===== src/hw/rv32_defines.svh =====
// Global sizing macros for the RV32I execute slice
// Data width, register index width and halt option
`ifndef RV32_DEFINES_SVH
`define RV32_DEFINES_SVH

// Data, address and instruction word width
`define XLEN 32

// Register index width, 32 architectural registers
`define REG_ADDR_W 5

// Stop on the "jal x0, 0" self-loop
// 1 enables halt detection, 0 disables it
`define INFINITE_LOOP_HALTS 1

`endif

===== src/hw/rv32_pkg.sv =====
// Shared types for the RV32I execute slice
// Word and register index typedefs, opcode and funct3 codes
// ALU operation and writeback source codes
`include "rv32_defines.svh"

package rv32_pkg;

  // Basic vectors
  typedef logic [`XLEN-1:0]       word_t;
  typedef logic [`REG_ADDR_W-1:0] reg_addr_t;
  typedef logic [6:0]             opcode_t;
  typedef logic [2:0]             funct3_t;
  typedef logic [3:0]             alu_op_t;
  typedef logic [1:0]             w_src_t;

  // Major opcodes
  localparam opcode_t LUI     = 7'b0110111;
  localparam opcode_t AUIPC   = 7'b0010111;
  localparam opcode_t JAL     = 7'b1101111;
  localparam opcode_t JALR    = 7'b1100111;
  localparam opcode_t BRANCH  = 7'b1100011;
  localparam opcode_t LOAD    = 7'b0000011;
  localparam opcode_t STORE   = 7'b0100011;
  localparam opcode_t IMMED   = 7'b0010011;
  localparam opcode_t REGREG  = 7'b0110011;
  localparam opcode_t MISCMEM = 7'b0001111;
  localparam opcode_t SYSTEM  = 7'b1110011;

  // Arithmetic funct3, shared by IMMED and REGREG
  localparam funct3_t ADDSUB = 3'b000;
  localparam funct3_t SLL    = 3'b001;
  localparam funct3_t SLT    = 3'b010;
  localparam funct3_t SLTU   = 3'b011;
  localparam funct3_t XOR    = 3'b100;
  localparam funct3_t SR     = 3'b101;
  localparam funct3_t OR     = 3'b110;
  localparam funct3_t AND    = 3'b111;

  // Branch funct3
  localparam funct3_t BEQ  = 3'b000;
  localparam funct3_t BNE  = 3'b001;
  localparam funct3_t BLT  = 3'b100;
  localparam funct3_t BGE  = 3'b101;
  localparam funct3_t BLTU = 3'b110;
  localparam funct3_t BGEU = 3'b111;

  // ALU operations
  localparam alu_op_t ALU_ADD  = 4'd0;
  localparam alu_op_t ALU_SUB  = 4'd1;
  localparam alu_op_t ALU_SLL  = 4'd2;
  localparam alu_op_t ALU_SRL  = 4'd3;
  localparam alu_op_t ALU_SRA  = 4'd4;
  localparam alu_op_t ALU_AND  = 4'd5;
  localparam alu_op_t ALU_OR   = 4'd6;
  localparam alu_op_t ALU_XOR  = 4'd7;
  localparam alu_op_t ALU_SLT  = 4'd8;
  localparam alu_op_t ALU_SLTU = 4'd9;

  // Writeback sources
  // Link is pc+4 for JAL and JALR
  localparam w_src_t WB_ALU  = 2'd0;
  localparam w_src_t WB_LINK = 2'd1;

endpackage


===== src/hw/rv32_exec_core.sv =====
// RV32I execute slice top level
// Decoder, register file, ALU and branch unit
// Writeback mux, sticky halt flag and registered result outputs
`timescale 1ns/10ps

module rv32_exec_core (
  input  logic                clk_i,
  input  logic                arst_n_i,
  input  logic                instr_valid_i,
  input  rv32_pkg::word_t     instr_i,
  input  rv32_pkg::word_t     pc_i,
  output logic                retire_o,
  output logic                wb_we_o,
  output rv32_pkg::reg_addr_t wb_rd_o,
  output rv32_pkg::word_t     wb_data_o,
  output logic                redirect_o,
  output rv32_pkg::word_t     redirect_pc_o,
  output logic                illegal_o,
  output logic                halted_o
);

  rv32_pkg::reg_addr_t rs1, rs2, rd;
  rv32_pkg::word_t     imm, rdata1, rdata2, alu_result, target, link_pc, wb_data;
  rv32_pkg::alu_op_t   alu_op;
  rv32_pkg::w_src_t    w_src;
  rv32_pkg::funct3_t   branch_type;
  logic                alu_a_pc, alu_b_imm, wen, branch, jump, j_sel;
  logic                illegal, halt, redirect, accept, rf_we;

  control_unit u_control_unit (
    .instr_i       (instr_i),
    .reg_rs1_o     (rs1),
    .reg_rs2_o     (rs2),
    .reg_rd_o      (rd),
    .imm_o         (imm),
    .alu_a_pc_o    (alu_a_pc),
    .alu_b_imm_o   (alu_b_imm),
    .alu_op_o      (alu_op),
    .w_src_o       (w_src),
    .wen_o         (wen),
    .branch_o      (branch),
    .jump_o        (jump),
    .j_sel_o       (j_sel),
    .branch_type_o (branch_type),
    .illegal_o     (illegal),
    .halt_o        (halt)
  );

  reg_file u_reg_file (
    .clk_i     (clk_i),
    .arst_n_i  (arst_n_i),
    .rs1_i     (rs1),
    .rs2_i     (rs2),
    .wr_addr_i (rd),
    .we_i      (rf_we),
    .wdata_i   (wb_data),
    .rdata1_o  (rdata1),
    .rdata2_o  (rdata2)
  );

  alu u_alu (
    .alu_op_i    (alu_op),
    .alu_a_pc_i  (alu_a_pc),
    .alu_b_imm_i (alu_b_imm),
    .rs1_data_i  (rdata1),
    .rs2_data_i  (rdata2),
    .pc_i        (pc_i),
    .imm_i       (imm),
    .result_o    (alu_result)
  );

  branch_resolver u_branch_resolver (
    .branch_i      (branch),
    .jump_i        (jump),
    .j_sel_i       (j_sel),
    .branch_type_i (branch_type),
    .rs1_data_i    (rdata1),
    .rs2_data_i    (rdata2),
    .pc_i          (pc_i),
    .imm_i         (imm),
    .redirect_o    (redirect),
    .target_o      (target)
  );

  // Nothing is accepted once halted
  assign accept  = instr_valid_i && !halted_o;
  assign rf_we   = accept && wen && !illegal;
  assign link_pc = pc_i + rv32_pkg::word_t'(4);
  assign wb_data = (w_src == rv32_pkg::WB_LINK) ? link_pc : alu_result;

  always_ff @(posedge clk_i or negedge arst_n_i) begin
    if (!arst_n_i) begin
      retire_o      <= 1'b0;
      wb_we_o       <= 1'b0;
      wb_rd_o       <= '0;
      wb_data_o     <= '0;
      redirect_o    <= 1'b0;
      redirect_pc_o <= '0;
      illegal_o     <= 1'b0;
      halted_o      <= 1'b0;
    end else begin
      retire_o   <= accept;
      // Writes to x0 are dropped by the register file, so not reported
      wb_we_o    <= rf_we && (rd != '0);
      redirect_o <= accept && redirect && !illegal;
      illegal_o  <= accept && illegal;
      // Sticky until reset
      halted_o   <= halted_o || (accept && halt);
      if (accept) begin
        wb_rd_o       <= rd;
        wb_data_o     <= wb_data;
        redirect_pc_o <= target;
      end
    end
  end

endmodule


===== src/hw/branch_resolver.sv =====
// Branch condition evaluation and control transfer target
// Conditional branches, JAL and JALR
`timescale 1ns/10ps

module branch_resolver (
  input  logic              branch_i,
  input  logic              jump_i,
  input  logic              j_sel_i,
  input  rv32_pkg::funct3_t branch_type_i,
  input  rv32_pkg::word_t   rs1_data_i,
  input  rv32_pkg::word_t   rs2_data_i,
  input  rv32_pkg::word_t   pc_i,
  input  rv32_pkg::word_t   imm_i,
  output logic              redirect_o,
  output rv32_pkg::word_t   target_o
);

  logic            taken;
  rv32_pkg::word_t jalr_target;

  always_comb begin
    case (branch_type_i)
      rv32_pkg::BEQ  : taken = (rs1_data_i == rs2_data_i);
      rv32_pkg::BNE  : taken = (rs1_data_i != rs2_data_i);
      rv32_pkg::BLT  : taken = ($signed(rs1_data_i) < $signed(rs2_data_i));
      rv32_pkg::BGE  : taken = ($signed(rs1_data_i) >= $signed(rs2_data_i));
      rv32_pkg::BLTU : taken = (rs1_data_i < rs2_data_i);
      rv32_pkg::BGEU : taken = (rs1_data_i >= rs2_data_i);
      default        : taken = 1'b0;
    endcase
  end

  // JALR clears bit 0 of the sum
  assign jalr_target = (rs1_data_i + imm_i) & ~rv32_pkg::word_t'(1);

  assign target_o   = (jump_i && !j_sel_i) ? jalr_target : pc_i + imm_i;
  assign redirect_o = jump_i || (branch_i && taken);

endmodule


===== src/hw/alu.sv =====
// Integer ALU with operand multiplexers
// A is rs1 or pc, B is rs2 or the immediate
`timescale 1ns/10ps

module alu (
  input  rv32_pkg::alu_op_t alu_op_i,
  input  logic              alu_a_pc_i,
  input  logic              alu_b_imm_i,
  input  rv32_pkg::word_t   rs1_data_i,
  input  rv32_pkg::word_t   rs2_data_i,
  input  rv32_pkg::word_t   pc_i,
  input  rv32_pkg::word_t   imm_i,
  output rv32_pkg::word_t   result_o
);

  rv32_pkg::word_t op_a;
  rv32_pkg::word_t op_b;
  logic [4:0]      shamt;

  assign op_a  = alu_a_pc_i  ? pc_i  : rs1_data_i;
  assign op_b  = alu_b_imm_i ? imm_i : rs2_data_i;

  // Shift amount from the low bits of B, also covers shamt of shift-immediates
  assign shamt = op_b[4:0];

  always_comb begin
    case (alu_op_i)
      rv32_pkg::ALU_ADD  : result_o = op_a + op_b;
      rv32_pkg::ALU_SUB  : result_o = op_a - op_b;
      rv32_pkg::ALU_SLL  : result_o = op_a << shamt;
      rv32_pkg::ALU_SRL  : result_o = op_a >> shamt;
      rv32_pkg::ALU_SRA  : result_o = rv32_pkg::word_t'($signed(op_a) >>> shamt);
      rv32_pkg::ALU_AND  : result_o = op_a & op_b;
      rv32_pkg::ALU_OR   : result_o = op_a | op_b;
      rv32_pkg::ALU_XOR  : result_o = op_a ^ op_b;
      // Compares give 1 or 0
      rv32_pkg::ALU_SLT  : result_o = rv32_pkg::word_t'($signed(op_a) < $signed(op_b));
      rv32_pkg::ALU_SLTU : result_o = rv32_pkg::word_t'(op_a < op_b);
      default            : result_o = op_a + op_b;
    endcase
  end

endmodule


===== src/hw/reg_file.sv =====
// RV32I integer register file
// Two combinational read ports, one synchronous write port, x0 reads zero
`timescale 1ns/10ps

module reg_file (
  input  logic                clk_i,
  input  logic                arst_n_i,
  input  rv32_pkg::reg_addr_t rs1_i,
  input  rv32_pkg::reg_addr_t rs2_i,
  input  rv32_pkg::reg_addr_t wr_addr_i,
  input  logic                we_i,
  input  rv32_pkg::word_t     wdata_i,
  output rv32_pkg::word_t     rdata1_o,
  output rv32_pkg::word_t     rdata2_o
);

  localparam int n_regs = 2 ** $bits(rv32_pkg::reg_addr_t);

  // No storage behind x0
  rv32_pkg::word_t regs [n_regs-1:1];

  always_ff @(posedge clk_i or negedge arst_n_i) begin
    if (!arst_n_i) begin
      for (int i = 1; i < n_regs; i++) begin
        regs[i] <= '0;
      end
    end else if (we_i && (wr_addr_i != '0)) begin
      regs[wr_addr_i] <= wdata_i;
    end
  end

  assign rdata1_o = (rs1_i == '0) ? '0 : regs[rs1_i];
  assign rdata2_o = (rs2_i == '0) ? '0 : regs[rs2_i];

endmodule


===== src/hw/control_unit.sv =====
// Combinational RV32I decoder
// Register indices, immediate selection, ALU and writeback selects
// Illegal instruction and self-loop halt detection
`timescale 1ns/10ps
`include "rv32_defines.svh"

module control_unit (
  input  rv32_pkg::word_t     instr_i,
  output rv32_pkg::reg_addr_t reg_rs1_o,
  output rv32_pkg::reg_addr_t reg_rs2_o,
  output rv32_pkg::reg_addr_t reg_rd_o,
  output rv32_pkg::word_t     imm_o,
  output logic                alu_a_pc_o,
  output logic                alu_b_imm_o,
  output rv32_pkg::alu_op_t   alu_op_o,
  output rv32_pkg::w_src_t    w_src_o,
  output logic                wen_o,
  output logic                branch_o,
  output logic                jump_o,
  output logic                j_sel_o,
  output rv32_pkg::funct3_t   branch_type_o,
  output logic                illegal_o,
  output logic                halt_o
);

  localparam bit              halt_en    = (`INFINITE_LOOP_HALTS != 0);
  localparam rv32_pkg::word_t halt_instr = 32'h0000006f;

  rv32_pkg::opcode_t opcode;
  rv32_pkg::funct3_t funct3;
  logic [6:0]        funct7;
  rv32_pkg::word_t   imm_itype, imm_stype, imm_sbtype, imm_utype, imm_ujtype;
  logic              is_immed, is_regreg;
  logic              sr, add_sub;
  logic              aluop_sll, aluop_srl, aluop_sra, aluop_add, aluop_sub;
  logic              aluop_and, aluop_or, aluop_xor, aluop_slt, aluop_sltu;

  assign opcode = instr_i[6:0];
  assign funct3 = instr_i[14:12];
  assign funct7 = instr_i[31:25];

  // LUI reads x0 so the ALU adds zero to the U-immediate
  assign reg_rs1_o = (opcode == rv32_pkg::LUI) ? '0 : instr_i[19:15];
  assign reg_rs2_o = instr_i[24:20];
  assign reg_rd_o  = instr_i[11:7];

  // Sign-extended immediates per format
  assign imm_itype  = {{20{instr_i[31]}}, instr_i[31:20]};
  assign imm_stype  = {{20{instr_i[31]}}, instr_i[31:25], instr_i[11:7]};
  assign imm_sbtype = {{19{instr_i[31]}}, instr_i[31], instr_i[7], instr_i[30:25],
                       instr_i[11:8], 1'b0};
  assign imm_utype  = {instr_i[31:12], 12'b0};
  assign imm_ujtype = {{11{instr_i[31]}}, instr_i[31], instr_i[19:12], instr_i[20],
                       instr_i[30:21], 1'b0};

  always_comb begin
    case (opcode)
      rv32_pkg::STORE              : imm_o = imm_stype;
      rv32_pkg::BRANCH             : imm_o = imm_sbtype;
      rv32_pkg::LUI, rv32_pkg::AUIPC : imm_o = imm_utype;
      rv32_pkg::JAL                : imm_o = imm_ujtype;
      default                      : imm_o = imm_itype;
    endcase
  end

  // Control flow
  assign branch_o      = (opcode == rv32_pkg::BRANCH);
  assign jump_o        = (opcode == rv32_pkg::JAL) || (opcode == rv32_pkg::JALR);
  assign j_sel_o       = (opcode == rv32_pkg::JAL);
  assign branch_type_o = funct3;

  // Operand selects
  assign alu_a_pc_o  = (opcode == rv32_pkg::AUIPC);
  assign alu_b_imm_o = (opcode == rv32_pkg::IMMED) || (opcode == rv32_pkg::LUI) ||
                       (opcode == rv32_pkg::AUIPC);

  assign w_src_o = jump_o ? rv32_pkg::WB_LINK : rv32_pkg::WB_ALU;

  always_comb begin
    case (opcode)
      rv32_pkg::IMMED, rv32_pkg::REGREG,
      rv32_pkg::LUI, rv32_pkg::AUIPC,
      rv32_pkg::JAL, rv32_pkg::JALR : wen_o = 1'b1;
      default                        : wen_o = 1'b0;
    endcase
  end

  // ALU operation flags
  assign is_immed  = (opcode == rv32_pkg::IMMED);
  assign is_regreg = (opcode == rv32_pkg::REGREG);

  assign sr         = (is_immed || is_regreg) && (funct3 == rv32_pkg::SR);
  assign add_sub    = is_regreg && (funct3 == rv32_pkg::ADDSUB);
  assign aluop_sll  = (is_immed || is_regreg) && (funct3 == rv32_pkg::SLL);
  assign aluop_sra  = sr && instr_i[30];
  assign aluop_srl  = sr && !instr_i[30];
  assign aluop_add  = (is_immed && (funct3 == rv32_pkg::ADDSUB)) ||
                      (opcode == rv32_pkg::AUIPC) || (add_sub && !instr_i[30]);
  assign aluop_sub  = add_sub && instr_i[30];
  assign aluop_and  = (is_immed || is_regreg) && (funct3 == rv32_pkg::AND);
  assign aluop_or   = (is_immed || is_regreg) && (funct3 == rv32_pkg::OR);
  assign aluop_xor  = (is_immed || is_regreg) && (funct3 == rv32_pkg::XOR);
  assign aluop_slt  = (is_immed || is_regreg) && (funct3 == rv32_pkg::SLT);
  assign aluop_sltu = (is_immed || is_regreg) && (funct3 == rv32_pkg::SLTU);

  // Priority encode, ADD when nothing matches
  always_comb begin
    if (aluop_sll)       alu_op_o = rv32_pkg::ALU_SLL;
    else if (aluop_sra)  alu_op_o = rv32_pkg::ALU_SRA;
    else if (aluop_srl)  alu_op_o = rv32_pkg::ALU_SRL;
    else if (aluop_add)  alu_op_o = rv32_pkg::ALU_ADD;
    else if (aluop_sub)  alu_op_o = rv32_pkg::ALU_SUB;
    else if (aluop_and)  alu_op_o = rv32_pkg::ALU_AND;
    else if (aluop_or)   alu_op_o = rv32_pkg::ALU_OR;
    else if (aluop_xor)  alu_op_o = rv32_pkg::ALU_XOR;
    else if (aluop_slt)  alu_op_o = rv32_pkg::ALU_SLT;
    else if (aluop_sltu) alu_op_o = rv32_pkg::ALU_SLTU;
    else                 alu_op_o = rv32_pkg::ALU_ADD;
  end

  // Only the base funct7 codes are legal for REGREG
  always_comb begin
    case (opcode)
      rv32_pkg::REGREG : illegal_o = (funct7 != 7'b0000000) && (funct7 != 7'b0100000);
      rv32_pkg::LUI, rv32_pkg::AUIPC, rv32_pkg::JAL, rv32_pkg::JALR,
      rv32_pkg::BRANCH, rv32_pkg::LOAD, rv32_pkg::STORE, rv32_pkg::IMMED,
      rv32_pkg::MISCMEM, rv32_pkg::SYSTEM : illegal_o = 1'b0;
      default : illegal_o = 1'b1;
    endcase
  end

  // Jump to self ends the program
  assign halt_o = halt_en && (instr_i == halt_instr);

endmodule


===== config.mk =====
export PLATFORM = sky130hd
export DESIGN_NAME = rv32_exec_core
export DESIGN_NICKNAME = d
export VERILOG_FILES = /design/src/hw/rv32_pkg.sv /design/src/hw/rv32_exec_core.sv /design/src/hw/branch_resolver.sv /design/src/hw/alu.sv /design/src/hw/reg_file.sv /design/src/hw/control_unit.sv
export VERILOG_INCLUDE_DIRS = /design/src /design/src/hw
export SDC_FILE = /design/constraint.sdc
export NUM_CORES = 2
export LEC_CHECK = 0
export BUFFER_PORTS_ARGS = -buffer_cell sky130_fd_sc_hd__buf_2
export CAP_MARGIN = 5
export CORE_ASPECT_RATIO = 0.5
export CORE_MARGIN = 1
export CORE_UTILIZATION = 45
export CTS_CLUSTER_SIZE = 24
export DETAILED_ROUTE_END_ITERATION = 8
export SYNTH_ARGS = -nofsm -noshare
export SYNTH_HDL_FRONTEND = slang
export SYNTH_HIERARCHICAL = 1
export SYNTH_SLANG_ARGS = --single-unit

===== constraint.sdc =====
create_clock -name clk_i -period 7.31 [get_ports clk_i]
set_input_delay 1.0965 -clock clk_i [delete_from_list [all_inputs] [get_ports clk_i]]
set_output_delay 1.0965 -clock clk_i [all_outputs]
set_load 0.1 [all_outputs]

==> Word-level counts from Yosys, hierarchy flattened <==
Index checks and enable logic that the tools add are counted.
{ "word_totals": {"ff_bits": 1066, "latchBits": 0, "ramBits": 0, "mem_bits_ro": 0, "out_inout_bits": 74, "word_cells": 167, "mem_count": 0} }
{ "op_classes": {"add_sub_neg": 5, "multipliers": 0, "div_mod_pow": 0, "n_lt_le_gt_ge": 10, "eq_ne": 32, "shifts": 3, "muxes": 30, "bitwise_logic": 3, "n_reduce_logical": 45} }
{ "op_table": {"columns": ["cell", "n"], "rows": [
  ["bitwise mux 992 bit", 1],
  ["binary-select mux 32 bit (select 5 bit)", 2],
  ["two-way mux 32 bit", 9],
  ["case mux 32 bit (9 select lines)", 1],
  ["demux 32 bit (select 5 bit)", 1],
  ["< comparator 32 bit", 4],
  ["case mux 31 bit (4 select lines)", 1],
  ["adder 32 bit", 3],
  ["greater-or-equal comparator 32 bit", 2],
  ["two-way mux 4 bit", 10],
  ["adder 32 x 3 -> 32 bit (second input constant)", 1],
  ["AND 32 bit", 1],
  ["== test 32 bit", 1],
  ["== test 32 x 7 -> 1 bit (second input constant)", 1],
  ["inequality test 32 bit", 1],
  ["bitwise OR 32 bit", 1],
  ["left shift 32 x 5 -> 32 bit", 1],
  [">> shifter 32 x 5 -> 32 bit", 1],
  [">>> shifter 32 x 5 -> 32 bit", 1],
  ["subtractor 32 bit", 1],
  ["XOR 32 bit", 1],
  ["== test 7 bit (second input constant)", 4],
  ["logical AND 1 bit", 25],
  ["== test 7 x 6 -> 1 bit (second input constant)", 3],
  ["27 further kinds", 51]
]} }

==> Longest topological paths before layout <==
{ "logic_depth": {"word_depth": 17, "depth_mapped": 33, "mapped_depth_nobuf": 26} }

==> By module <==
Netlist, hierarchy kept.
{ "modules_own_cells": {"columns": ["module", "n_inst", "cells_per_inst", "area_per_inst_um2", "seq_area_each_um2"], "rows": [
  ["reg_file", 1, 4062, 53303.6, 24823.8],
  ["alu", 1, 1446, 9318.9, 0.0],
  ["branch_resolver", 1, 586, 4207.8, 0.0],
  ["rv32_exec_core", 1, 448, 3763.6, 1851.8],
  ["control_unit", 1, 119, 804.5, 0.0]
]} }

==> Worst setup path before layout <==
Ideal clock, no wire load.
{ "synth_timing": {"path_type": "in2reg", "start": "input port instr_i[6]", "end": "register u_reg_file/regs[188] (netlist name)", "setup_ns": 0.125, "t_arrival_ns": 6.851, "required_ns": 7.185, "setup_slack_ns": 0.334, "stages": 30, "path_buffers": 7, "path_cell_list": "clkbuf_2 -> nand3b_1 -> nor2_1 -> buf_2 -> nand2_1 -> and2_1 -> buf_2 -> buf_2 -> or2_2 -> clkbuf_1 -> clkbuf_1 -> o22ai_1 -> nor3_1 -> a211oi_1 -> mux2i_1 -> fa_1 -> o21bai_1 -> nand2_1 -> a21o_1 -> a211o_1 -> a31o_4 -> o21ai_2 -> a21oi_1 -> a211oi_1 -> o21ai_1 -> a221o_1 -> nand2_1 -> o21ai_0 -> clkbuf_1 -> mux2_4"} }
{ "synth_lines": {"columns": ["element", "line_no", "source"], "rows": [
  ["start, declared", "rv32_exec_core.sv:10", "input rv32_pkg::word_t instr_i,"],
  ["== test 7 x 6 -> 1 bit (*)", "control_unit.sv:43", "assign reg_rs1_o = (opcode == rv32_pkg::LUI) ? '0 : instr_i[19:15];"],
  ["two-way mux 5 bit (*)", "control_unit.sv:43", null],
  ["net rs1[1]", "rv32_exec_core.sv:22", "rv32_pkg::reg_addr_t rs1, rs2, rd;"],
  ["binary-select mux 32 bit (select 5 bit)", "reg_file.sv:32", "assign rdata1_o = (rs1_i == '0) ? '0 : regs[rs1_i];"],
  ["two-way mux 32 bit (implied by the code)", "reg_file.sv:32", null],
  ["two-way mux 32 bit (*)", "reg_file.sv:32", null],
  ["net rdata1[1]", "rv32_exec_core.sv:23", "rv32_pkg::word_t imm, rdata1, rdata2, alu_result, target, link_pc, wb_data;"],
  ["two-way mux 32 bit (*)", "alu.sv:20", "assign op_a = alu_a_pc_i ? pc_i : rs1_data_i;"],
  ["adder 32 bit, or another cell as far along", "alu.sv:28, alu.sv:39", null],
  ["case mux 32 bit (9 select lines) (*)", "alu.sv:27", "case (alu_op_i)"],
  ["net alu_result[28]", "rv32_exec_core.sv:23", null],
  ["two-way mux 32 bit (*)", "rv32_exec_core.sv:89", "assign wb_data = (w_src == rv32_pkg::WB_LINK) ? link_pc : alu_result;"],
  ["net wb_data[28]", "rv32_exec_core.sv:23", null],
  ["bitwise mux 992 bit (*)", "reg_file.sv:28", "regs[wr_addr_i] <= wdata_i;"],
  ["end signal, assigned by index", "reg_file.sv:28", null],
  ["end, declared", "reg_file.sv:20", "rv32_pkg::word_t regs [n_regs-1:1];"]
]} }
The timed path passes the listed nets; every way through them passes the cells marked *. The select of a mux whose other input is x is not followed.
A chain may end at the register's enable or synchronous reset.

==> Worst setup path after layout <==
{ "layout_timing": {"start": "input port instr_i[3]", "end": "register u_reg_file/regs[319] (netlist name)"} }
The elaborated chain is that of the path after synthesis.

==> flow_summary.ini <==
[drt]
drc_errors = 0
antenna_left = 0
routed_wl_um = 300000
dr.pass1.iters = 8
wire_per_inst_um = 32.1
viasPerCell = 6.55
drt_iter0_drc = 6819
routed-via-count = 61201

[power_and_ir_drop]
seqPwrFrac_pct = 35.7
swShare_pct = 36.4
p_comb_share_pct = 31.2
internal_power_uw = 10800
switching_power_uw = 6200
leakage_uw = 0.0405
power.density_mw_per_mm2 = 203
ir_drop_mv = 0.209
clockPowerShare_pct = 33.2

[place]
place_hpwl_um = 213000
io_buffers = 140
gp_congestion = 1.04
dp_cells = 9165

[clock_tree]
clkSlewWorstSetupHoldPaths_ps = 60
clk_latency_ps = 770
clock-sinks = 1066
cts_root_buffer = clkbuf_16
cts_tree = done
cts.htree.levels = 3
cts_hold_buf = 0
clk_path_buf_depth = 3
cts_made_buffers = 100

[global_routing]
grt_use_total_pct = 36.6
grt-ovfl-total = 0
grt_pass1_vias = 60608
antenna_found_initial = 9
grt_max_degree = 185
grt_pass1_wl_um = 429000

[logic_synthesis]
synth_seq_cells = 1066
syn_nets = 6923
syn_inst = 6661
synth_edf_count = 0
syn_area_per_cell_um2 = 10.7
ys_seq_area_share_pct = 37.4
yosysWarnings = 6
ys_async_sr_fraction_pct = 100
ys.flop_type = dfrtp_1
syn_area_mm2 = 0.0714
netlist-cell-type-count = 117

[timing]
hold_slack_ps = 438
setup_violations = 0
final_max_slew_viol_count = 0
setup_tns_ps = 0
worst_pin_slew_ps = 1430
fin_crit_ps = 7220
slew_headroom_pct = 4.90
rsz0062_at_grt = false
timing_hold_violations_final = 0
fmax_mhz = 138
finClkSkew_ps = 104
min_period_over_period_pct = 98.8

[die]
die_h_um = 284
core_area_mm2 = 0.156
start_util_pct = 45.7
io_pins = 141
die_area_mm2 = 0.160
fp.dieW_um = 565
rows = 102

[setup_path]
slowest_delay_ps = 590
reg2reg_depth = 24
worst-setup-path-type = primary input to register
r2r_setup_slack_ps = 1200
startpoint_type = primary input
r2r-start = u_reg_file/regs[417]$_DFFE_PN0P_
path_common_cell = buf_4
timing.rr.end = u_reg_file/regs[319]$_DFFE_PN0P_
critPathArrivalTime_ps = 7830
endpoint_kind = register
crit_slowest_cell = or4_1
required_ps = 7920
critPathMaxFanout = 31

[run]
drv_cap = 0

[final_layout]
syn_to_final_growth_pct = 17.5
num-fill-cells = 13556
final_nets = 7451
fin_util_pct = 53.8
drive_gt1_share_pct = 36.8
stdcell_count = 9347
num_antenna_cells = 0

[min_path]
hp-class = primary input to async pin

[run_status]
status = completed
==> power groups by stage <==
stage | clock (µW) | sequential, µW | combinational (µW)
5_1_grt | 5940 | 6080 | 5540
4_1_cts | 5700 | 6070 | 5180
6_report | 5650 | 6070 | 5310
3_3_place_gp | 0 | 6170 | 5100
2_1_floorplan | 0 | 6800 | 2120
3_5_place_dp | 0 | 6180 | 5150
==> sequential cells by signal (all words and copies together), names as in the netlist <==
signal / count
redirect_pc_o: 32
halted_o: 1
redirect_o: 1
wb_data_o: 32
wb_rd_o: 5
u_reg_file/regs: 992
wb_we_o: 1
illegal_o: 1
retire_o: 1
==> worst max path at each step <==
stage | start | endpoint | depth (start not counted)
after detailed placement | instr_i[3] | u_reg_file/regs[637]$_DFFE_PN0P_ | 31
after global placement | instr_i[6] | u_reg_file/regs[189]$_DFFE_PN0P_ | 31
final | instr_i[3] | u_reg_file/regs[319]$_DFFE_PN0P_ | 33
after global routing | instr_i[6] | u_reg_file/regs[703]$_DFFE_PN0P_ | 31
after CTS | instr_i[6] | u_reg_file/regs[319]$_DFFE_PN0P_ | 27
after floorplan | instr_i[6] | u_reg_file/regs[188]$_DFFE_PN0P_ | 30
==> kinds of logic after synthesis <==
family / Yosys count / share of synthesized area (%)
compound gates: 1354 / 12.7
xor+xnor: 93 / 1.14
other cells: 1 / 0.00525
mux: 2016 / 32.8
simple gates: 1178 / 7.98
buf+inv: 758 / 4.65
fa+ha+maj: 195 / 3.46
flops: 1066 / 37.4
==> layout make-up <==
type | count | area (µm²) | area share [%]
Sequential cell | 1066 | 26700 | 31.8
Tap cell | 2080 | 2600 | 3.10
Timing Repair Buffer | 1033 | 8460 | 10.1
Multi-Input combinational cell | 4837 | 42100 | 50.2
Inverter | 151 | 567 | 0.675
Clock buffer | 145 | 2920 | 3.48
Clock inverter | 35 | 557 | 0.664
==> per-layer routing <==
| metal | up-vias | global-route usage (%) | share of wire, % |
|---|---|---|---|
| li1 | 25890 | - | - |
| met1 | 31247 | 49.0 | 41 |
| met2 | 3288 | 53.8 | 42 |
| met3 | 764 | 11.1 | 11 |
| met4 | 12 | 17.5 | 5.5 |
| met5 | - | 0 | 0.025 |
==> cells in the mapped netlist, drive strengths merged (129+ instances only) <==
| cell | count | share of area, % |
|---|---|---|
| a21oi | 263 | 1.9 |
| buf | 288 | 2.2 |
| clkbuf | 319 | 1.7 |
| dfrtp | 1066 | 37 |
| ha | 191 | 3.3 |
| inv | 151 | 0.79 |
| mux2 | 1145 | 18 |
| mux2i | 742 | 10 |
| mux4 | 129 | 4.1 |
| nand2 | 406 | 2.1 |
| nor2 | 220 | 1.2 |
| nor3 | 183 | 1.3 |
| o21ai | 220 | 1.6 |
| o22ai | 303 | 2.7 |
==> worst max-delay path: cells and delay by family <==
kind                       cells  cell delay, ps
buffers and inverters         10            1550
adders and majority gates      1             190
AOI/OAI and AO/OA             11            2260
and+or+nand+nor                9            2060
muxes                          2             610
==> per-stage QoR <==
step	total power, µW	instance area [µm²]	setup slack, ps
floorplan	8920	71400	334
global placement	11300	80200	-1140
detailed placement	11300	80200	-1130
CTS	16900	83800	5.92
global route	17600	83900	11.4
finish	17000	83900	87.9
==> layout by cell type, fill, tap and decap left out, types with 136 or more instances in the layout <==
cell,n
a21oi_1,250
buf_2,136
buf_4,809
dfrtp_1,1066
ha_1,189
inv_1,142
mux2_2,1105
mux2i_1,726
nand2_1,392
nor2_1,206
nor3_1,170
o21ai_0,173
o22ai_1,302
==> what timing repair did <==
item,in CTS,in global routing
gates resized for setup,8,26
setup endpoints to repair,341,515
pin swaps,0,5
buffers inserted,0,2
Note: power is estimated with default switching activity, not from simulation.
